<file path="config.mk">
export PLATFORM = sky130hd
export DESIGN_NAME = hello_top
export DESIGN_NICKNAME = d
export VERILOG_FILES = /design/src/hello_pkg.sv /design/src/ocl_slave.sv /design/src/hello_regs.sv /design/src/vled_ctrl.sv /design/src/tick_counter.sv /design/src/hello_top.sv
export VERILOG_INCLUDE_DIRS = /design/src
export SDC_FILE = /design/constraint.sdc
export NUM_CORES = 1
export LEC_CHECK = 0
export ABC_CLOCK_PERIOD_IN_PS = 2870
export BUFFER_PORTS_ARGS = -buffer_cell sky130_fd_sc_hd__buf_2
export CORE_MARGIN = 2
export CORE_UTILIZATION = 59
export CTS_BUF_LIST = sky130_fd_sc_hd__clkbuf_2
export CTS_CLUSTER_SIZE = 8
export DETAILED_ROUTE_END_ITERATION = 10
export HOLD_SLACK_MARGIN = 0.08
export PLACE_DENSITY = 0.83
export SLEW_MARGIN = 20
export SYNTH_ARGS = -nofsm -noshare
export SYNTH_HDL_FRONTEND = slang
export SYNTH_HIERARCHICAL = 1
export SYNTH_SLANG_ARGS = --single-unit
</file>
<file path="constraint.sdc">
create_clock -name clk_main_a0 -period 2.87 [get_ports clk_main_a0]
set_input_delay 0.574 -clock clk_main_a0 [delete_from_list [all_inputs] [get_ports clk_main_a0]]
set_output_delay 0.574 -clock clk_main_a0 [all_outputs]
set_load 0.05 [all_outputs]
</file>
<file path="src/hello_consts.svh">
// Register map and sizing constants for the hello-world register block
// Shared by the RTL and the testbench

`ifndef HELLO_CONSTS_SVH
`define HELLO_CONSTS_SVH

// Bus and field widths
`define HELLO_ADDR_W 32
`define HELLO_DATA_W 32
`define HELLO_VLED_W 16
`define HELLO_TICK_W 8
`define HELLO_CNT_W  16

// ----------------------------
// Register addresses
// ----------------------------
`define HELLO_WORLD_ADDR    32'h0000_0500
`define HELLO_VLED_ADDR     32'h0000_0504
`define HELLO_CNT_CTRL_ADDR 32'h0000_0510
`define HELLO_TICK_VAL_ADDR 32'h0000_0514
`define HELLO_LOAD_VAL_ADDR 32'h0000_0518
`define HELLO_WMARK_ADDR    32'h0000_051C
`define HELLO_CNT_STAT_ADDR 32'h0000_0520

// Returned for any address outside the map
`define HELLO_UNIMPL_VALUE  32'hDEAD_DEAD

`endif

</file>
<file path="src/hello_pkg.sv">
// Shared types for the hello-world register block
// AXI-Lite request and response bundles, counter control and status

`default_nettype none

`include "hello_consts.svh"

package hello_pkg;

  // Host driven side of the OCL port
  typedef struct packed {
    logic                       awvalid;
    logic [`HELLO_ADDR_W-1:0]   awaddr;
    logic                       wvalid;
    logic [`HELLO_DATA_W-1:0]   wdata;
    logic [`HELLO_DATA_W/8-1:0] wstrb;
    logic                       bready;
    logic                       arvalid;
    logic [`HELLO_ADDR_W-1:0]   araddr;
    logic                       rready;
  } axil_req_t;

  // Slave driven side
  typedef struct packed {
    logic                     awready;
    logic                     wready;
    logic                     bvalid;
    logic [1:0]               bresp;
    logic                     arready;
    logic                     rvalid;
    logic [`HELLO_DATA_W-1:0] rdata;
    logic [1:0]               rresp;
  } axil_rsp_t;

  // load and clear are single-cycle pulses
  typedef struct packed {
    logic                     enable;
    logic                     oneshot;
    logic                     load;
    logic                     clear;
    logic [`HELLO_TICK_W-1:0] tick_value;
    logic [`HELLO_CNT_W-1:0]  load_value;
    logic [`HELLO_CNT_W-1:0]  watermark;
  } cnt_ctrl_t;

  typedef struct packed {
    logic [`HELLO_CNT_W-1:0]  count;
    logic [`HELLO_TICK_W-1:0] tick_cnt;
    logic                     ge_watermark;
  } cnt_stat_t;

endpackage

`default_nettype wire

</file>
<file path="src/ocl_slave.sv">
// Single-beat AXI-Lite slave for the OCL register port
// Tracks one write and one read in flight and turns them into
// register strobes for the register block

`timescale 1ns/1ps
`default_nettype none

`include "hello_consts.svh"

module ocl_slave (
  input  logic                     clk_main_a0,
  input  logic                     rst_main_n_sync,
  input  hello_pkg::axil_req_t     req,
  output hello_pkg::axil_rsp_t     rsp,
  output logic                     wr_stb,
  output logic [`HELLO_ADDR_W-1:0] wr_addr,
  output logic [`HELLO_DATA_W-1:0] wr_data,
  output logic                     rd_stb,
  output logic [`HELLO_ADDR_W-1:0] rd_addr,
  input  logic [`HELLO_DATA_W-1:0] rd_data
);

  logic                     out_of_rst;
  logic                     wr_active;
  logic                     bvalid_q;
  logic                     rd_pend;
  logic                     rvalid_q;
  logic [`HELLO_DATA_W-1:0] rdata_q;
  logic                     awready;
  logic                     wready;
  logic                     arready;

  // ----------------------------
  // Write channel
  // ----------------------------
  // Address is taken only after the first cycle out of reset
  assign awready = out_of_rst & ~wr_active;
  assign wready  = wr_active & req.wvalid;

  always_ff @(posedge clk_main_a0) begin
    if (!rst_main_n_sync) begin
      out_of_rst <= 1'b0;
      wr_active  <= 1'b0;
      bvalid_q   <= 1'b0;
    end else begin
      out_of_rst <= 1'b1;
      if (req.awvalid && awready) begin
        wr_active <= 1'b1;
      end else if (bvalid_q && req.bready) begin
        wr_active <= 1'b0;
      end
      if (bvalid_q && req.bready) begin
        bvalid_q <= 1'b0;
      end else if (wready) begin
        bvalid_q <= 1'b1;
      end
    end
  end

  always_ff @(posedge clk_main_a0) begin
    if (req.awvalid && awready) begin
      wr_addr <= req.awaddr;
    end
  end

  assign wr_stb  = wready;
  assign wr_data = req.wdata;

  // ----------------------------
  // Read channel
  // ----------------------------
  assign arready = ~rd_pend & ~rvalid_q;

  always_ff @(posedge clk_main_a0) begin
    if (!rst_main_n_sync) begin
      rd_pend  <= 1'b0;
      rvalid_q <= 1'b0;
    end else begin
      rd_pend <= req.arvalid & arready;
      if (rd_pend) begin
        rvalid_q <= 1'b1;
      end else if (rvalid_q && req.rready) begin
        rvalid_q <= 1'b0;
      end
    end
  end

  // Address held until the next accepted read, data captured on issue
  always_ff @(posedge clk_main_a0) begin
    if (req.arvalid && arready) begin
      rd_addr <= req.araddr;
    end
    if (rd_pend) begin
      rdata_q <= rd_data;
    end
  end

  assign rd_stb = rd_pend;

  assign rsp = '{awready: awready, wready: wready, bvalid: bvalid_q, bresp: 2'b00,
                 arready: arready, rvalid: rvalid_q, rdata: rdata_q, rresp: 2'b00};

  // Response stays up until the host takes it
  a_bvalid_hold: assert property (@(posedge clk_main_a0) disable iff (!rst_main_n_sync)
    (bvalid_q && !req.bready) |=> bvalid_q);

  // Accepted read returns data two cycles later with arready held off
  a_read_seq: assert property (@(posedge clk_main_a0) disable iff (!rst_main_n_sync)
    (req.arvalid && arready) |=> !arready ##1 (rvalid_q && !arready));

  // Every write strobe belongs to an active write and is answered next cycle
  a_write_seq: assert property (@(posedge clk_main_a0) disable iff (!rst_main_n_sync)
    wready |-> wr_active ##1 bvalid_q);

endmodule

`default_nettype wire

</file>
<file path="src/hello_regs.sv">
// Register block behind the OCL slave
// Holds the hello-world word and the counter controls, makes the
// load and clear pulses and selects read data by address

`timescale 1ns/1ps
`default_nettype none

`include "hello_consts.svh"

module hello_regs (
  input  logic                     clk_main_a0,
  input  logic                     rst_main_n_sync,
  input  logic                     wr_stb,
  input  logic [`HELLO_ADDR_W-1:0] wr_addr,
  input  logic [`HELLO_DATA_W-1:0] wr_data,
  input  logic                     rd_stb,
  input  logic [`HELLO_ADDR_W-1:0] rd_addr,
  output logic [`HELLO_DATA_W-1:0] rd_data,
  input  logic [`HELLO_VLED_W-1:0] vled_shadow,
  output logic [`HELLO_VLED_W-1:0] hello_low,
  output hello_pkg::cnt_ctrl_t     cnt_ctrl,
  input  hello_pkg::cnt_stat_t     cnt_stat
);

  logic [`HELLO_DATA_W-1:0] hello_q;
  logic [`HELLO_DATA_W-1:0] hello_swapped;
  logic [`HELLO_DATA_W-1:0] rd_mux;

  always_ff @(posedge clk_main_a0) begin
    if (!rst_main_n_sync) begin
      hello_q  <= '0;
      cnt_ctrl <= '0;
    end else begin
      // Pulses drop again unless this cycle writes them
      cnt_ctrl.load  <= 1'b0;
      cnt_ctrl.clear <= 1'b0;
      if (wr_stb) begin
        case (wr_addr)
          `HELLO_WORLD_ADDR: hello_q <= wr_data;
          `HELLO_CNT_CTRL_ADDR: begin
            cnt_ctrl.enable  <= wr_data[0];
            cnt_ctrl.oneshot <= wr_data[1];
            cnt_ctrl.load    <= wr_data[2];
            cnt_ctrl.clear   <= wr_data[3];
          end
          `HELLO_TICK_VAL_ADDR: cnt_ctrl.tick_value <= wr_data[`HELLO_TICK_W-1:0];
          `HELLO_LOAD_VAL_ADDR: cnt_ctrl.load_value <= wr_data[`HELLO_CNT_W-1:0];
          `HELLO_WMARK_ADDR:    cnt_ctrl.watermark  <= wr_data[`HELLO_CNT_W-1:0];
          default: ;
        endcase
      end
    end
  end

  assign hello_low     = hello_q[`HELLO_VLED_W-1:0];
  // Byte order reversed on read back
  assign hello_swapped = {<<8{hello_q}};

  // ----------------------------
  // Read data select
  // ----------------------------
  always_comb begin
    case (rd_addr)
      `HELLO_WORLD_ADDR:    rd_mux = hello_swapped;
      `HELLO_VLED_ADDR:     rd_mux = {{(`HELLO_DATA_W-`HELLO_VLED_W){1'b0}}, vled_shadow};
      `HELLO_CNT_CTRL_ADDR: rd_mux = {{(`HELLO_DATA_W-2){1'b0}}, cnt_ctrl.oneshot,
                                      cnt_ctrl.enable};
      `HELLO_TICK_VAL_ADDR: rd_mux = {{(`HELLO_DATA_W-`HELLO_TICK_W){1'b0}},
                                      cnt_ctrl.tick_value};
      `HELLO_LOAD_VAL_ADDR: rd_mux = {{(`HELLO_DATA_W-`HELLO_CNT_W){1'b0}},
                                      cnt_ctrl.load_value};
      `HELLO_WMARK_ADDR:    rd_mux = {{(`HELLO_DATA_W-`HELLO_CNT_W){1'b0}},
                                      cnt_ctrl.watermark};
      `HELLO_CNT_STAT_ADDR: rd_mux = {{(`HELLO_DATA_W-1-`HELLO_TICK_W-`HELLO_CNT_W){1'b0}},
                                      cnt_stat.ge_watermark, cnt_stat.tick_cnt,
                                      cnt_stat.count};
      default:              rd_mux = `HELLO_UNIMPL_VALUE;
    endcase
  end

  // Bus held at zero outside the issue cycle
  assign rd_data = rd_stb ? rd_mux : '0;

  // One write per pulse, so the slave never strobes two cycles running
  a_load_pulse: assert property (@(posedge clk_main_a0) disable iff (!rst_main_n_sync)
    cnt_ctrl.load |=> !cnt_ctrl.load);

  a_clear_pulse: assert property (@(posedge clk_main_a0) disable iff (!rst_main_n_sync)
    cnt_ctrl.clear |=> !cnt_ctrl.clear);

endmodule

`default_nettype wire

</file>
<file path="src/vled_ctrl.sv">
// Virtual LED output
// Shadows the hello-world low half, synchronizes the DIP switches
// over two stages and drives the LEDs masked by the switches

`timescale 1ns/1ps
`default_nettype none

`include "hello_consts.svh"

module vled_ctrl (
  input  logic                     clk_main_a0,
  input  logic                     rst_main_n_sync,
  input  logic [`HELLO_VLED_W-1:0] hello_low,
  input  logic [`HELLO_VLED_W-1:0] vdip,
  output logic [`HELLO_VLED_W-1:0] vled_shadow,
  output logic [`HELLO_VLED_W-1:0] vled
);

  logic [`HELLO_VLED_W-1:0] vdip_q1;
  logic [`HELLO_VLED_W-1:0] vdip_q2;

  always_ff @(posedge clk_main_a0) begin
    if (!rst_main_n_sync) begin
      vled_shadow <= '0;
      vdip_q1     <= '0;
      vdip_q2     <= '0;
      vled        <= '0;
    end else begin
      vled_shadow <= hello_low;
      // Switches come from another domain
      vdip_q1     <= vdip;
      vdip_q2     <= vdip_q1;
      // Only LEDs whose switch is on light up
      vled        <= vled_shadow & vdip_q2;
    end
  end

endmodule

`default_nettype wire

</file>
<file path="src/tick_counter.sv">
// Tick-divided event counter
// A prescaler divides the clock down to ticks, the main counter
// counts ticks and either wraps or saturates in one-shot mode.
// The watermark flag trails the count by one cycle.

`timescale 1ns/1ps
`default_nettype none

`include "hello_consts.svh"

module tick_counter (
  input  logic                 clk_main_a0,
  input  logic                 rst_main_n_sync,
  input  hello_pkg::cnt_ctrl_t ctrl,
  output hello_pkg::cnt_stat_t stat
);

  localparam logic [`HELLO_CNT_W-1:0] CNT_MAX = {`HELLO_CNT_W{1'b1}};

  logic tick;
  logic at_max;

  assign tick   = ctrl.enable && (stat.tick_cnt >= ctrl.tick_value);
  assign at_max = (stat.count == CNT_MAX);

  always_ff @(posedge clk_main_a0) begin
    if (!rst_main_n_sync) begin
      stat <= '0;
    end else begin
      // Prescaler
      if (ctrl.clear || tick) begin
        stat.tick_cnt <= '0;
      end else if (ctrl.enable) begin
        stat.tick_cnt <= stat.tick_cnt + 1'b1;
      end

      // Clear beats load, load beats counting
      if (ctrl.clear) begin
        stat.count <= '0;
      end else if (ctrl.load) begin
        stat.count <= ctrl.load_value;
      end else if (tick && !(ctrl.oneshot && at_max)) begin
        stat.count <= stat.count + 1'b1;
      end

      stat.ge_watermark <= (stat.count >= ctrl.watermark);
    end
  end

  // Saturated count only moves through load or clear
  a_oneshot_hold: assert property (@(posedge clk_main_a0) disable iff (!rst_main_n_sync)
    (ctrl.oneshot && at_max && !ctrl.load && !ctrl.clear) |=> (stat.count == CNT_MAX));

endmodule

`default_nettype wire

</file>
<file path="src/hello_top.sv">
// Hello-world register block top level
// OCL slave, register file, virtual LED logic and event counter

`timescale 1ns/1ps
`default_nettype none

`include "hello_consts.svh"

module hello_top (
  input  logic                     clk_main_a0,
  input  logic                     rst_main_n_sync,
  input  hello_pkg::axil_req_t     ocl_req,
  output hello_pkg::axil_rsp_t     ocl_rsp,
  input  logic [`HELLO_VLED_W-1:0] vdip,
  output logic [`HELLO_VLED_W-1:0] vled
);

  import hello_pkg::*;

  logic                     wr_stb;
  logic [`HELLO_ADDR_W-1:0] wr_addr;
  logic [`HELLO_DATA_W-1:0] wr_data;
  logic                     rd_stb;
  logic [`HELLO_ADDR_W-1:0] rd_addr;
  logic [`HELLO_DATA_W-1:0] rd_data;
  logic [`HELLO_VLED_W-1:0] hello_low;
  logic [`HELLO_VLED_W-1:0] vled_shadow;
  cnt_ctrl_t                cnt_ctrl;
  cnt_stat_t                cnt_stat;

  // Host port
  ocl_slave u_ocl_slave (
    .clk_main_a0     (clk_main_a0),
    .rst_main_n_sync (rst_main_n_sync),
    .req             (ocl_req),
    .rsp             (ocl_rsp),
    .wr_stb          (wr_stb),
    .wr_addr         (wr_addr),
    .wr_data         (wr_data),
    .rd_stb          (rd_stb),
    .rd_addr         (rd_addr),
    .rd_data         (rd_data)
  );

  hello_regs u_hello_regs (
    .clk_main_a0     (clk_main_a0),
    .rst_main_n_sync (rst_main_n_sync),
    .wr_stb          (wr_stb),
    .wr_addr         (wr_addr),
    .wr_data         (wr_data),
    .rd_stb          (rd_stb),
    .rd_addr         (rd_addr),
    .rd_data         (rd_data),
    .vled_shadow     (vled_shadow),
    .hello_low       (hello_low),
    .cnt_ctrl        (cnt_ctrl),
    .cnt_stat        (cnt_stat)
  );

  vled_ctrl u_vled_ctrl (
    .clk_main_a0     (clk_main_a0),
    .rst_main_n_sync (rst_main_n_sync),
    .hello_low       (hello_low),
    .vdip            (vdip),
    .vled_shadow     (vled_shadow),
    .vled            (vled)
  );

  tick_counter u_tick_counter (
    .clk_main_a0     (clk_main_a0),
    .rst_main_n_sync (rst_main_n_sync),
    .ctrl            (cnt_ctrl),
    .stat            (cnt_stat)
  );

endmodule

`default_nettype wire

</file>
# After elaboration in Yosys (flattened, before gate mapping)
# Cells that the tools add are included.
[totals]
register_bits = 266
inputBits = 123
output_inout_bits = 57
wordCells = 78
[op_classes]
addsub = 2
n_lt_le_gt_ge = 2
eq_ne = 13
n_mux = 8
n_bitwise = 9
n_reduce_logical = 21
[ops]
columns = ["op", "n"]
rows = [
  ["equality test 32 x 11 -> 1 bit, second input constant", 12],
  ["one-hot mux 32 bit (7 select lines)", 1],
  ["two-way mux 16 bit", 2],
  ["adder 16 x 1 -> 16 bit, second input constant", 1],
  ["bitwise AND 16 bit", 1],
  ["equality test 16 bit, second input constant", 1],
  [">= comparator 16 bit", 1],
  ["AND reduction 2 bit", 5],
  ["adder 8 x 1 -> 8 bit, second input constant", 1],
  [">= comparator 8 bit", 1],
  ["logical AND 1 bit", 7],
  ["nonzero test 2 bit", 3],
  ["OR reduction 2 bit", 3],
  ["two-way mux 1 bit", 5],
  ["bitwise AND 1 bit", 4],
  ["inverter 1 bit", 4],
  ["AND reduction 3 bit", 1],
  ["logical NOT 1 bit", 1],
  ["logical OR 1 bit", 1],
]

# Logic depth before layout (Yosys ltp)
# Gate-level depths: netlist of run 1.
[depth]
depth_word = 6
ltp_mapped = 10
mapped_depth_nobuf = 8

# Cells and area by module
# Netlist of run 1, hierarchy kept.
[by_module_without_submodules]
columns = ["module", "instances", "cells_each", "area_each_um2", "seq_area_each_um2"]
rows = [
  ["hello_regs", 1, 458, 4376.7, 1521.5],
  ["ocl_slave", 1, 157, 3385.7, 2982.9],
  ["tick_counter", 1, 247, 1938.1, 500.5],
  ["vled_ctrl", 1, 134, 1729.2, 1281.2],
]

# Least setup slack after synthesis of run 1
# OpenSTA, ideal clock, no wires.
[synth_timing]
path_type = "register to register"
start = "register u_ocl_slave.rd_pend (netlist: u_ocl_slave/rd_stb)"
end = "register u_ocl_slave.rd_addr[0], enable pin"
setup_time_ns = 0.417
arrival_time_ns = 2.192
t_required_ns = 2.453
path_slack_ns = 0.261
path_stages_with_launch = 2
n_path_buf = 0
period_less_slack_ns = 2.609
cell_sequence = "dfxtp_1 -> nor3b_2"
[synth_between]
elab_chain_len = 3
[synth_lines]
columns = ["item", "line_no", "text"]
rows = [
  ["start: declaration", "ocl_slave.sv:26", "logic rd_pend;"],
  ["start signal: assignment", "ocl_slave.sv:79", "rd_pend <= req.arvalid & arready;"],
  ["inverter 1 bit", "ocl_slave.sv:72", "assign arready = ~rd_pend & ~rvalid_q;"],
  ["bitwise AND 1 bit", "ocl_slave.sv:72", ""],
  ["logical AND 1 bit", "ocl_slave.sv:90", "if (req.arvalid && arready) begin"],
  ["end signal: assignment", "ocl_slave.sv:91", "rd_addr <= req.araddr;"],
  ["end: declaration", "ocl_slave.sv:19", "output logic [`HELLO_ADDR_W-1:0] rd_addr,"],
]
# No other way between the ends.
# A chain may end at the register's enable or synchronous reset.

# Worst setup path in the final report of run 1
[layout_timing]
start = "register u_tick_counter/stat[1] in the netlist's numbering"
end = "register u_tick_counter/stat[13] in the netlist's numbering"
[layout_between]
elab_chain_len = 4
[layout_lines]
columns = ["item", "line_no", "text"]
rows = [
  ["start: declaration", "tick_counter.sv:15", "output hello_pkg::cnt_stat_t stat"],
  [">= comparator 8 bit", "tick_counter.sv:23", "assign tick = ctrl.enable && (stat.tick_cnt >= ctrl.tick_value);"],
  ["logical AND 1 bit", "tick_counter.sv:23", ""],
  ["logical AND 1 bit", "tick_counter.sv:42", "end else if (tick && !(ctrl.oneshot && at_max)) begin"],
  ["nonzero test 2 bit (no line)", "-", ""],
]
# No other way between the ends.

==> results of run 1 <==
==> path summary, 6_finish.rpt <==
check / from / endpoint / slack, ns / cells after the start
worst max register to register: u_tick_counter/stat[1]$_SDFFE_PP0P_ / u_tick_counter/stat[13]$_SDFFE_PP0P_ / 0.09 / 8
worst min-delay path: ocl_req[33] / u_ocl_slave/rd_addr[9]$_DFFE_PP_ / 0.20 / 2
worst min register to register: u_vled_ctrl/vdip_q1[14]$_SDFF_PN0_ / u_vled_ctrl/vdip_q2[14]$_SDFF_PN0_ / 0.41 / 1
worst max-delay path: u_tick_counter/stat[1]$_SDFFE_PP0P_ / u_tick_counter/stat[13]$_SDFFE_PP0P_ / 0.09 / 8
==> cell type report <==
type	count	area, um2
Inverter	35	131
Tap cell	260	325
Clock buffer	103	515
Fill cell	1216	4740
Clock inverter	21	170
Antenna cell	5	12.5
Timing Repair Buffer	318	2280
Multi-Input combinational cell	597	4370
Sequential cell	266	6290
==> synth_stat cells, types with 4 or more instances <==
| cell | instances |
|---|---|
| sky130_fd_sc_hd__a21o_1 | 6 |
| sky130_fd_sc_hd__o21a_1 | 4 |
| sky130_fd_sc_hd__buf_4 | 61 |
| sky130_fd_sc_hd__a21boi_0 | 4 |
| sky130_fd_sc_hd__and2_1 | 52 |
| sky130_fd_sc_hd__nor3_2 | 4 |
| sky130_fd_sc_hd__nor4_2 | 4 |
| sky130_fd_sc_hd__nand2b_1 | 6 |
| sky130_fd_sc_hd__buf_2 | 8 |
| sky130_fd_sc_hd__nor2_1 | 34 |
| sky130_fd_sc_hd__nand2_1 | 40 |
| sky130_fd_sc_hd__inv_1 | 35 |
| sky130_fd_sc_hd__or3_1 | 6 |
| sky130_fd_sc_hd__ha_1 | 26 |
| sky130_fd_sc_hd__and3_1 | 8 |
| sky130_fd_sc_hd__buf_6 | 5 |
| sky130_fd_sc_hd__a21oi_1 | 26 |
| sky130_fd_sc_hd__a22oi_1 | 6 |
| sky130_fd_sc_hd__nor4_1 | 15 |
| sky130_fd_sc_hd__nand3_1 | 29 |
| sky130_fd_sc_hd__nand4_1 | 9 |
| sky130_fd_sc_hd__nor4b_1 | 5 |
| sky130_fd_sc_hd__a31oi_1 | 13 |
| sky130_fd_sc_hd__xor2_1 | 5 |
| sky130_fd_sc_hd__edfxtp_1 | 96 |
| sky130_fd_sc_hd__nor2b_1 | 69 |
| sky130_fd_sc_hd__xnor2_1 | 4 |
| sky130_fd_sc_hd__and3_2 | 14 |
| sky130_fd_sc_hd__clkbuf_1 | 19 |
| sky130_fd_sc_hd__nor3_1 | 5 |
| sky130_fd_sc_hd__nand3b_1 | 4 |
| sky130_fd_sc_hd__mux2_2 | 20 |
| sky130_fd_sc_hd__a32oi_1 | 7 |
| sky130_fd_sc_hd__dfxtp_1 | 170 |
| sky130_fd_sc_hd__mux2i_1 | 77 |
| sky130_fd_sc_hd__o21ai_0 | 32 |
| sky130_fd_sc_hd__clkbuf_2 | 6 |
| sky130_fd_sc_hd__a222oi_1 | 5 |
| sky130_fd_sc_hd__o211ai_1 | 6 |
==> per-stage QoR <==
step                      cell area, um2  total power [mW]
after floorplan                    11400              4.41
after global placement             12200              4.53
after detailed placement           12200              4.54
after CTS                          14100              7.38
after global routing               14100              7.74
final                              14100              7.43
==> flip-flops by register name, indices dropped and copies added (netlist names) <==
register and cells:
u_ocl_slave/rvalid_q 1, u_ocl_slave/bvalid_q 1, u_ocl_slave/out_of_rst 1, u_vled_ctrl/vdip_q1 16
u_hello_regs/hello_q 32, u_ocl_slave/wr_addr 32, u_ocl_slave/rd_addr 32, u_vled_ctrl/vled 16
u_hello_regs/cnt_ctrl 44, u_tick_counter/stat 25, u_ocl_slave/wr_active 1, u_ocl_slave/rdata_q 32
u_ocl_slave/rd_stb 1, u_vled_ctrl/vled_shadow 16, u_vled_ctrl/vdip_q2 16
==> what timing repair did <==
item                      4_1_cts  5_1_grt
gates resized for setup         0        0
hold buffers                  117        0
hold endpoints to repair      163        0
==> report_power, final <==
group / leakage (nW) / switching (mW) / internal (mW)
clock: 0.514 / 1.59 / 1.23
sequential: 2.29 / 0.0439 / 4.01
combinational: 2.87 / 0.303 / 0.250
total: 5.68 / 1.94 / 5.49
==> worst max-delay path, cell delays in order (launching register included) <==
cell	delay [ns]
sky130_fd_sc_hd__dfxtp_1	0.35
sky130_fd_sc_hd__inv_1	0.04
sky130_fd_sc_hd__ha_1	0.27
sky130_fd_sc_hd__nand2b_1	0.14
sky130_fd_sc_hd__a2111oi_0	0.56
sky130_fd_sc_hd__o211a_1	0.36
sky130_fd_sc_hd__or2_1	0.46
sky130_fd_sc_hd__nor4_1	0.10
sky130_fd_sc_hd__o311a_1	0.34
==> metal layers <==
metal / global-route usage [%] / part of all wire, % / wire [um] / vias up
met5: 0 / 0 / 0 / -
met4: 17.4 / 4.4 / 1380 / 0
met3: 6.37 / 8.7 / 2720 / 95
met2: 52.2 / 49 / 15400 / 499
met1: 37.6 / 38 / 11900 / 4200
li1: - / - / - / 4152
==> kinds of logic after synthesis <==
kind of cell / Yosys count
XOR/XNOR: 9
AO/OA/AOI/OAI: 137
flip-flops: 266
other: 1
adder cells (fa/ha/maj): 26
AND/OR/NAND/NOR: 323
buffers and inverters: 136
multiplexers: 98
==> flow_results.xml, run 1 <==
<?xml version="1.0" encoding="UTF-8"?>
<metrics>
  <group name="outcome">
    <metric name="outcome" unit="">finished, final reports clean</metric>
  </group>
  <group name="floorplanning">
    <metric name="placeable_area" unit="um2">18800</metric>
    <metric name="floorplan.initialDensity" unit="%">60.7</metric>
    <metric name="die-area" unit="um2">20500</metric>
    <metric name="floorplan.io_pins" unit="">180</metric>
    <metric name="die_height" unit="um">143</metric>
    <metric name="core.rowCount" unit="">50</metric>
    <metric name="chipWidth" unit="um">143</metric>
  </group>
  <group name="synthesis">
    <metric name="synthDominantAreaCellType" unit="">sky130_fd_sc_hd__dfxtp_1</metric>
    <metric name="yosys.area_share.xor_xnor" unit="%">0.690</metric>
    <metric name="synthArstFlopShare" unit="%">0</metric>
    <metric name="postSynth.topFlopCell" unit="">sky130_fd_sc_hd__dfxtp_1</metric>
    <metric name="muxShareOfSynthArea" unit="%">8.91</metric>
    <metric name="yosys_warnings" unit="">6</metric>
    <metric name="synth.top_cell.area_share" unit="%">29.8</metric>
    <metric name="synth_area_leaders" unit="">sky130_fd_sc_hd__dfxtp_1 (30%), sky130_fd_sc_hd__edfxtp_1 (25%), sky130_fd_sc_hd__mux2i_1 (6.7%)</metric>
    <metric name="post_synth_fa_ha_maj_area_fraction" unit="%">2.85</metric>
    <metric name="synth_seq_cells" unit="">266</metric>
    <metric name="avgSynthCellArea" unit="um2">11.5</metric>
    <metric name="compound_gate_portion_of_the_synthesized_area" unit="%">8.10</metric>
    <metric name="synth.yosys.seq_area_share" unit="%">55.0</metric>
    <metric name="number_of_enable_flip_flop_cells_after_synthesis" unit="">96</metric>
    <metric name="netlist_area" unit="um2">11400</metric>
    <metric name="netlist_instances" unit="">996</metric>
    <metric name="netlist-cell-type-count" unit="">71</metric>
    <metric name="post_synth_and_or_nand_nor_area_fraction" unit="%">17.5</metric>
    <metric name="combinational_family_with_the_most_area_after_synthesis" unit="">simple AND/OR/NAND/NOR gates</metric>
  </group>
  <group name="layout">
    <metric name="layout_common_cells" unit="">sky130_fd_sc_hd__buf_2 (170), sky130_fd_sc_hd__dfxtp_1 (169), sky130_fd_sc_hd__dlygate4sd3_1 (117), sky130_fd_sc_hd__clkbuf_2 (103), sky130_fd_sc_hd__edfxtp_1 (96)</metric>
    <metric name="layout.cells.most_common" unit="">sky130_fd_sc_hd__buf_2</metric>
    <metric name="fin_cells" unit="">1605</metric>
    <metric name="drive_above_1_share" unit="%">27.8</metric>
    <metric name="layout-area-overhead-vs-synth" unit="%">23.3</metric>
    <metric name="final_nets" unit="">1435</metric>
    <metric name="final_core_occ" unit="%">74.8</metric>
  </group>
  <group name="routing">
    <metric name="viasPerCell" unit="">5.57</metric>
    <metric name="post_drt_wl_per_cell" unit="um">19.5</metric>
    <metric name="ant_nets" unit="">0</metric>
    <metric name="routed-via-count" unit="">8946</metric>
    <metric name="drc" unit="">0</metric>
    <metric name="first_iter_violations" unit="">853</metric>
    <metric name="drt_wl_total" unit="um">31400</metric>
    <metric name="tritonroute_pass_1_iters" unit="">7</metric>
  </group>
  <group name="timing">
    <metric name="timing_worst_slew_pin_value" unit="ns">0.726</metric>
    <metric name="final_min_period_over_clock_period" unit="%">96.8</metric>
    <metric name="totalNegativeSetupSlack" unit="ns">0</metric>
    <metric name="report.final.slew_viol_count" unit="">0</metric>
    <metric name="slew-limit-headroom" unit="%">51.1</metric>
    <metric name="hold_slack" unit="ns">0.202</metric>
    <metric name="final.setup.worst_slack" unit="ns">0.0905</metric>
    <metric name="finClkSkew" unit="ns">0.115</metric>
    <metric name="clock.fmax" unit="GHz">0.360</metric>
    <metric name="grt_setup_unrepaired" unit="">no</metric>
    <metric name="finalHoldViolations" unit="">0</metric>
    <metric name="report.final.setup_viol" unit="">0</metric>
    <metric name="period_needed" unit="ns">2.78</metric>
  </group>
  <group name="global_route">
    <metric name="grt_first_pass_wirelength" unit="um">48200</metric>
    <metric name="grt_pass1_vias" unit="">9055</metric>
    <metric name="grt_resource_usage_total" unit="%">31.2</metric>
    <metric name="grt_antenna_before_repair" unit="">4</metric>
    <metric name="pin_count_of_the_biggest_net_entering_global_routing" unit="">93</metric>
    <metric name="globalRoute.totalOverflow" unit="">0</metric>
  </group>
  <group name="cts">
    <metric name="cts_max_level" unit="">3</metric>
    <metric name="tritoncts.num_buffers" unit="">68</metric>
    <metric name="clk_pin_slew" unit="ns">0.11</metric>
    <metric name="cts.repair_timing.setup_buffer_count" unit="">0</metric>
    <metric name="ctsLongestPathBuffers" unit="">3</metric>
    <metric name="clock_sinks" unit="">266</metric>
    <metric name="cts-root-buf" unit="">sky130_fd_sc_hd__clkbuf_2</metric>
    <metric name="clock_insertion_delay_worst_skew" unit="ns">0.88</metric>
    <metric name="cts_tree" unit="">yes</metric>
  </group>
  <group name="power_and_ir_drop">
    <metric name="vdd.ir_drop.worst" unit="mV">0.479</metric>
    <metric name="p_leak" unit="nW">5.68</metric>
    <metric name="p_per_area" unit="nW/um2">528</metric>
  </group>
  <group name="place">
    <metric name="io_buffers" unit="">171</metric>
    <metric name="place.detailed.instances" unit="">1359</metric>
    <metric name="placement.setup.worst_slack" unit="ns">0.315</metric>
    <metric name="gp_congestion" unit="">0.927</metric>
    <metric name="post-dp-hpwl" unit="um">18600</metric>
  </group>
  <group name="critical_path">
    <metric name="crit_type" unit="">flip-flop to flip-flop</metric>
    <metric name="worst-path-max-fanout" unit="">14</metric>
    <metric name="critPathArrivalTime" unit="ns">3.45</metric>
    <metric name="worst_ep_required_time" unit="ns">3.54</metric>
    <metric name="timing.critical_path.to_type" unit="">flip-flop</metric>
    <metric name="cp-start-kind" unit="">flip-flop</metric>
  </group>
  <group name="min_path">
    <metric name="hold_class" unit="">primary input to flip-flop</metric>
  </group>
  <group name="flow_run">
    <metric name="maxCapViolations" unit="">0</metric>
  </group>
</metrics>
Note: power is estimated with default switching activity, not from simulation.
==> run 2: changes to the inputs <==
Settings changed: ABC_CLOCK_PERIOD_IN_PS 2870 to 3250, CORE_UTILIZATION 59 to 35, PLACE_DENSITY 0.83 to default.
Clock period 2.87 ns to 3.25 ns, I/O delays scaled along.
==> run 2 against run 1 <==
- highest routed layer unchanged
- largest cell class unchanged
- global-route usage down 13 points
- critical endpoint is now u_tick_counter/stat[8]$_SDFFE_PP0P_
- wire length fell by 2.2%
- first-iteration DRC count down 49%
==> flow_results.xml, run 2 (synthesized netlist as in run 1, its figures left out) <==
<?xml version="1.0" encoding="UTF-8"?>
<metrics>
  <group name="outcome">
    <metric name="outcome" unit="">finished, final reports clean</metric>
  </group>
  <group name="cts">
    <metric name="ctsLongestPathBuffers" unit="">3</metric>
    <metric name="cts-root-buf" unit="">sky130_fd_sc_hd__clkbuf_2</metric>
    <metric name="clock_insertion_delay_worst_skew" unit="ns">0.85</metric>
    <metric name="cts.repair_timing.setup_buffer_count" unit="">0</metric>
    <metric name="cts_tree" unit="">yes</metric>
    <metric name="cts-resized-gates" unit="">0</metric>
    <metric name="clock_sinks" unit="">266</metric>
    <metric name="clk_pin_slew" unit="ns">0.09</metric>
    <metric name="cts_max_level" unit="">3</metric>
    <metric name="tritoncts.num_buffers" unit="">72</metric>
  </group>
  <group name="critical_path">
    <metric name="cp-start-kind" unit="">flip-flop</metric>
    <metric name="critPathArrivalTime" unit="ns">3.53</metric>
    <metric name="timing.critical_path.slowest_stage_cell" unit="">sky130_fd_sc_hd__or2_1</metric>
    <metric name="r2r_setup_slk" unit="ns">0.46</metric>
    <metric name="regToRegEndpoint" unit="">u_tick_counter/stat[8]$_SDFFE_PP0P_</metric>
    <metric name="cp_cell_sequence" unit="">inv_1 -&gt; ha_1 -&gt; nand2b_1 -&gt; a2111oi_0 -&gt; o211a_1 -&gt; or2_1 -&gt; nand2_1 -&gt; nor2_1</metric>
    <metric name="rr_worst_depth" unit="">8</metric>
    <metric name="timing.critical_path.to_type" unit="">flip-flop</metric>
    <metric name="max_stage_delay_on_crit_path" unit="ns">0.49</metric>
    <metric name="r2r_start" unit="">u_tick_counter/stat[1]$_SDFFE_PP0P_</metric>
    <metric name="worst_ep_required_time" unit="ns">3.99</metric>
    <metric name="worst-path-max-fanout" unit="">15</metric>
    <metric name="crit_type" unit="">flip-flop to flip-flop</metric>
  </group>
  <group name="floorplanning">
    <metric name="floorplan.initialDensity" unit="%">35.3</metric>
    <metric name="placeable_area" unit="um2">32400</metric>
    <metric name="chipWidth" unit="um">185</metric>
    <metric name="die_height" unit="um">185</metric>
    <metric name="die-area" unit="um2">34100</metric>
    <metric name="floorplan.io_pins" unit="">180</metric>
    <metric name="core.rowCount" unit="">66</metric>
  </group>
  <group name="routing">
    <metric name="viasPerCell" unit="">4.81</metric>
    <metric name="ant_nets" unit="">0</metric>
    <metric name="routed-via-count" unit="">8497</metric>
    <metric name="drc" unit="">0</metric>
    <metric name="first_iter_violations" unit="">439</metric>
    <metric name="drt_wl_total" unit="um">30700</metric>
    <metric name="tritonroute_pass_1_iters" unit="">5</metric>
    <metric name="post_drt_wl_per_cell" unit="um">17.3</metric>
  </group>
  <group name="layout">
    <metric name="fin_cells" unit="">1768</metric>
    <metric name="layout-area-overhead-vs-synth" unit="%">23.2</metric>
    <metric name="layout_common_cells" unit="">sky130_fd_sc_hd__buf_2 (170), sky130_fd_sc_hd__dfxtp_1 (169), sky130_fd_sc_hd__clkbuf_2 (106), sky130_fd_sc_hd__dlygate4sd3_1 (104), sky130_fd_sc_hd__edfxtp_1 (96)</metric>
    <metric name="largest_reg_flops" unit="">44</metric>
    <metric name="drive_above_1_share" unit="%">27.4</metric>
    <metric name="final_nets" unit="">1419</metric>
    <metric name="layout.cells.most_common" unit="">sky130_fd_sc_hd__buf_2</metric>
    <metric name="layout.cell_area.non_filler" unit="um2">14100</metric>
    <metric name="final_core_occ" unit="%">43.5</metric>
    <metric name="layout_fillers" unit="">3133</metric>
    <metric name="largest_register" unit="">u_hello_regs/cnt_ctrl</metric>
  </group>
  <group name="global_route">
    <metric name="grt_first_pass_wirelength" unit="um">46900</metric>
    <metric name="globalRoute.totalOverflow" unit="">0</metric>
    <metric name="pin_count_of_the_biggest_net_entering_global_routing" unit="">112</metric>
    <metric name="use_met1" unit="%">21.8</metric>
    <metric name="grt_pass1_vias" unit="">8482</metric>
    <metric name="groute.layer.met3.usage" unit="%">4.03</metric>
    <metric name="globalRoute.busiestLayer" unit="">met2</metric>
    <metric name="global_route.usage.met2" unit="%">30.3</metric>
    <metric name="grt_antenna_before_repair" unit="">2</metric>
    <metric name="grt_resource_usage_total" unit="%">17.9</metric>
  </group>
  <group name="flow_run">
    <metric name="maxCapViolations" unit="">0</metric>
  </group>
  <group name="timing">
    <metric name="finalHoldViolations" unit="">0</metric>
    <metric name="report.final.slew_viol_count" unit="">0</metric>
    <metric name="final_min_period_over_clock_period" unit="%">85.9</metric>
    <metric name="report.final.setup_viol" unit="">0</metric>
    <metric name="grt_setup_unrepaired" unit="">no</metric>
    <metric name="clock.fmax" unit="GHz">0.358</metric>
    <metric name="timing_worst_slew_pin_value" unit="ns">0.797</metric>
    <metric name="period_needed" unit="ns">2.79</metric>
    <metric name="totalNegativeSetupSlack" unit="ns">0</metric>
    <metric name="slew-limit-headroom" unit="%">46.8</metric>
    <metric name="finClkSkew" unit="ns">0.0794</metric>
  </group>
  <group name="power_and_ir_drop">
    <metric name="p_per_area" unit="nW/um2">452</metric>
    <metric name="p_leak" unit="nW">5.57</metric>
    <metric name="vdd.ir_drop.worst" unit="mV">0.259</metric>
    <metric name="fin_total_pwr" unit="mW">6.36</metric>
  </group>
  <group name="min_path">
    <metric name="hold_class" unit="">primary input to flip-flop</metric>
    <metric name="hold_end" unit="">u_hello_regs/hello_q[24]$_SDFFE_PN0P_</metric>
    <metric name="timing.hold.worst_path_depth" unit="">3</metric>
    <metric name="worst_hold_startpoint" unit="">ocl_req[63]</metric>
  </group>
  <group name="place">
    <metric name="post_dp_cell_area" unit="um2">12400</metric>
    <metric name="post-dp-hpwl" unit="um">20500</metric>
    <metric name="gp_congestion" unit="">0.860</metric>
    <metric name="place.detailed.instances" unit="">1534</metric>
    <metric name="io_buffers" unit="">171</metric>
  </group>
</metrics>
run 2: changes by cell type in the layout (fill, tap and decap cells not counted), sizes merged:
cell         previous run  this run
buf                   201       194
bufinv                  3         1
clkbuf                103       106
clkinv                 16        19
diode                   5         3
dlygate4sd3           117       104
inv                    37        36
run 2: critical path, delay by kind of cell, from the launching register on:
kind | cells | cell delay, ns
flops | 1 | 0.44
fa+ha+maj | 1 | 0.26
buf+inv | 1 | 0.07
compound gates | 2 | 0.78
simple gates | 4 | 1.18
run 2: how the worst max path moves through the flow:
stage / from / endpoint / slack [ns]
after floorplan: u_ocl_slave/rd_stb$_SDFF_PN0_ / u_ocl_slave/rd_addr[0]$_DFFE_PP_ / 0.64
after global placement: u_tick_counter/stat[1]$_SDFFE_PP0P_ / u_tick_counter/stat[3]$_SDFFE_PP0P_ / 0.56
after detailed placement: u_tick_counter/stat[1]$_SDFFE_PP0P_ / u_tick_counter/stat[2]$_SDFFE_PP0P_ / 0.54
after CTS: u_tick_counter/stat[1]$_SDFFE_PP0P_ / u_tick_counter/stat[13]$_SDFFE_PP0P_ / 0.51
after global routing: u_tick_counter/stat[1]$_SDFFE_PP0P_ / u_tick_counter/stat[8]$_SDFFE_PP0P_ / 0.15
final: u_tick_counter/stat[1]$_SDFFE_PP0P_ / u_tick_counter/stat[8]$_SDFFE_PP0P_ / 0.46
run 2: stage by stage:
step / hold slack (ns) / setup slack, ns
detailed placement: 0.418 / 0.540
floorplan: 0.412 / 0.641
global route: 0.0991 / 0.153
finish: 0.142 / 0.457
CTS: 0.0809 / 0.505
global placement: 0.413 / 0.557
run 2: repair_timing:
action | 4_1_cts | 5_1_grt
setup endpoints to repair | 0 | 0
endpoints found under the hold margin | 107 | 0
hold buffers | 104 | 0
run 2: layout make-up:
class | count | area, um2 | share of cell area, %
inverter | 35 | 131 | 0.933
clock buffer | 106 | 531 | 3.77
sequential | 266 | 6290 | 44.7
antenna | 3 | 7.51 | 0.0533
timing repair buffer | 298 | 2100 | 14.9
multi-input combinational | 597 | 4370 | 31.0
clock inverter | 21 | 108 | 0.764
tap | 442 | 553 | 3.93
run 2: routing by layer:
| layer | vias to the layer above | wire length [um] |
|---|---|---|
| met4 | 0 | 884 |
| met2 | 345 | 14900 |
| met3 | 64 | 2300 |
| met5 | - | 0 |
| met1 | 3973 | 12500 |
| li1 | 4115 | - |
run 2: power breakdown:
group | total (mW) | switching (mW) | leakage (nW) | internal [mW]
Combinational | 0.459 | 0.252 | 2.78 | 0.207
Sequential | 3.58 | 0.0361 | 2.29 | 3.54
Clock | 2.33 | 1.38 | 0.493 | 0.946
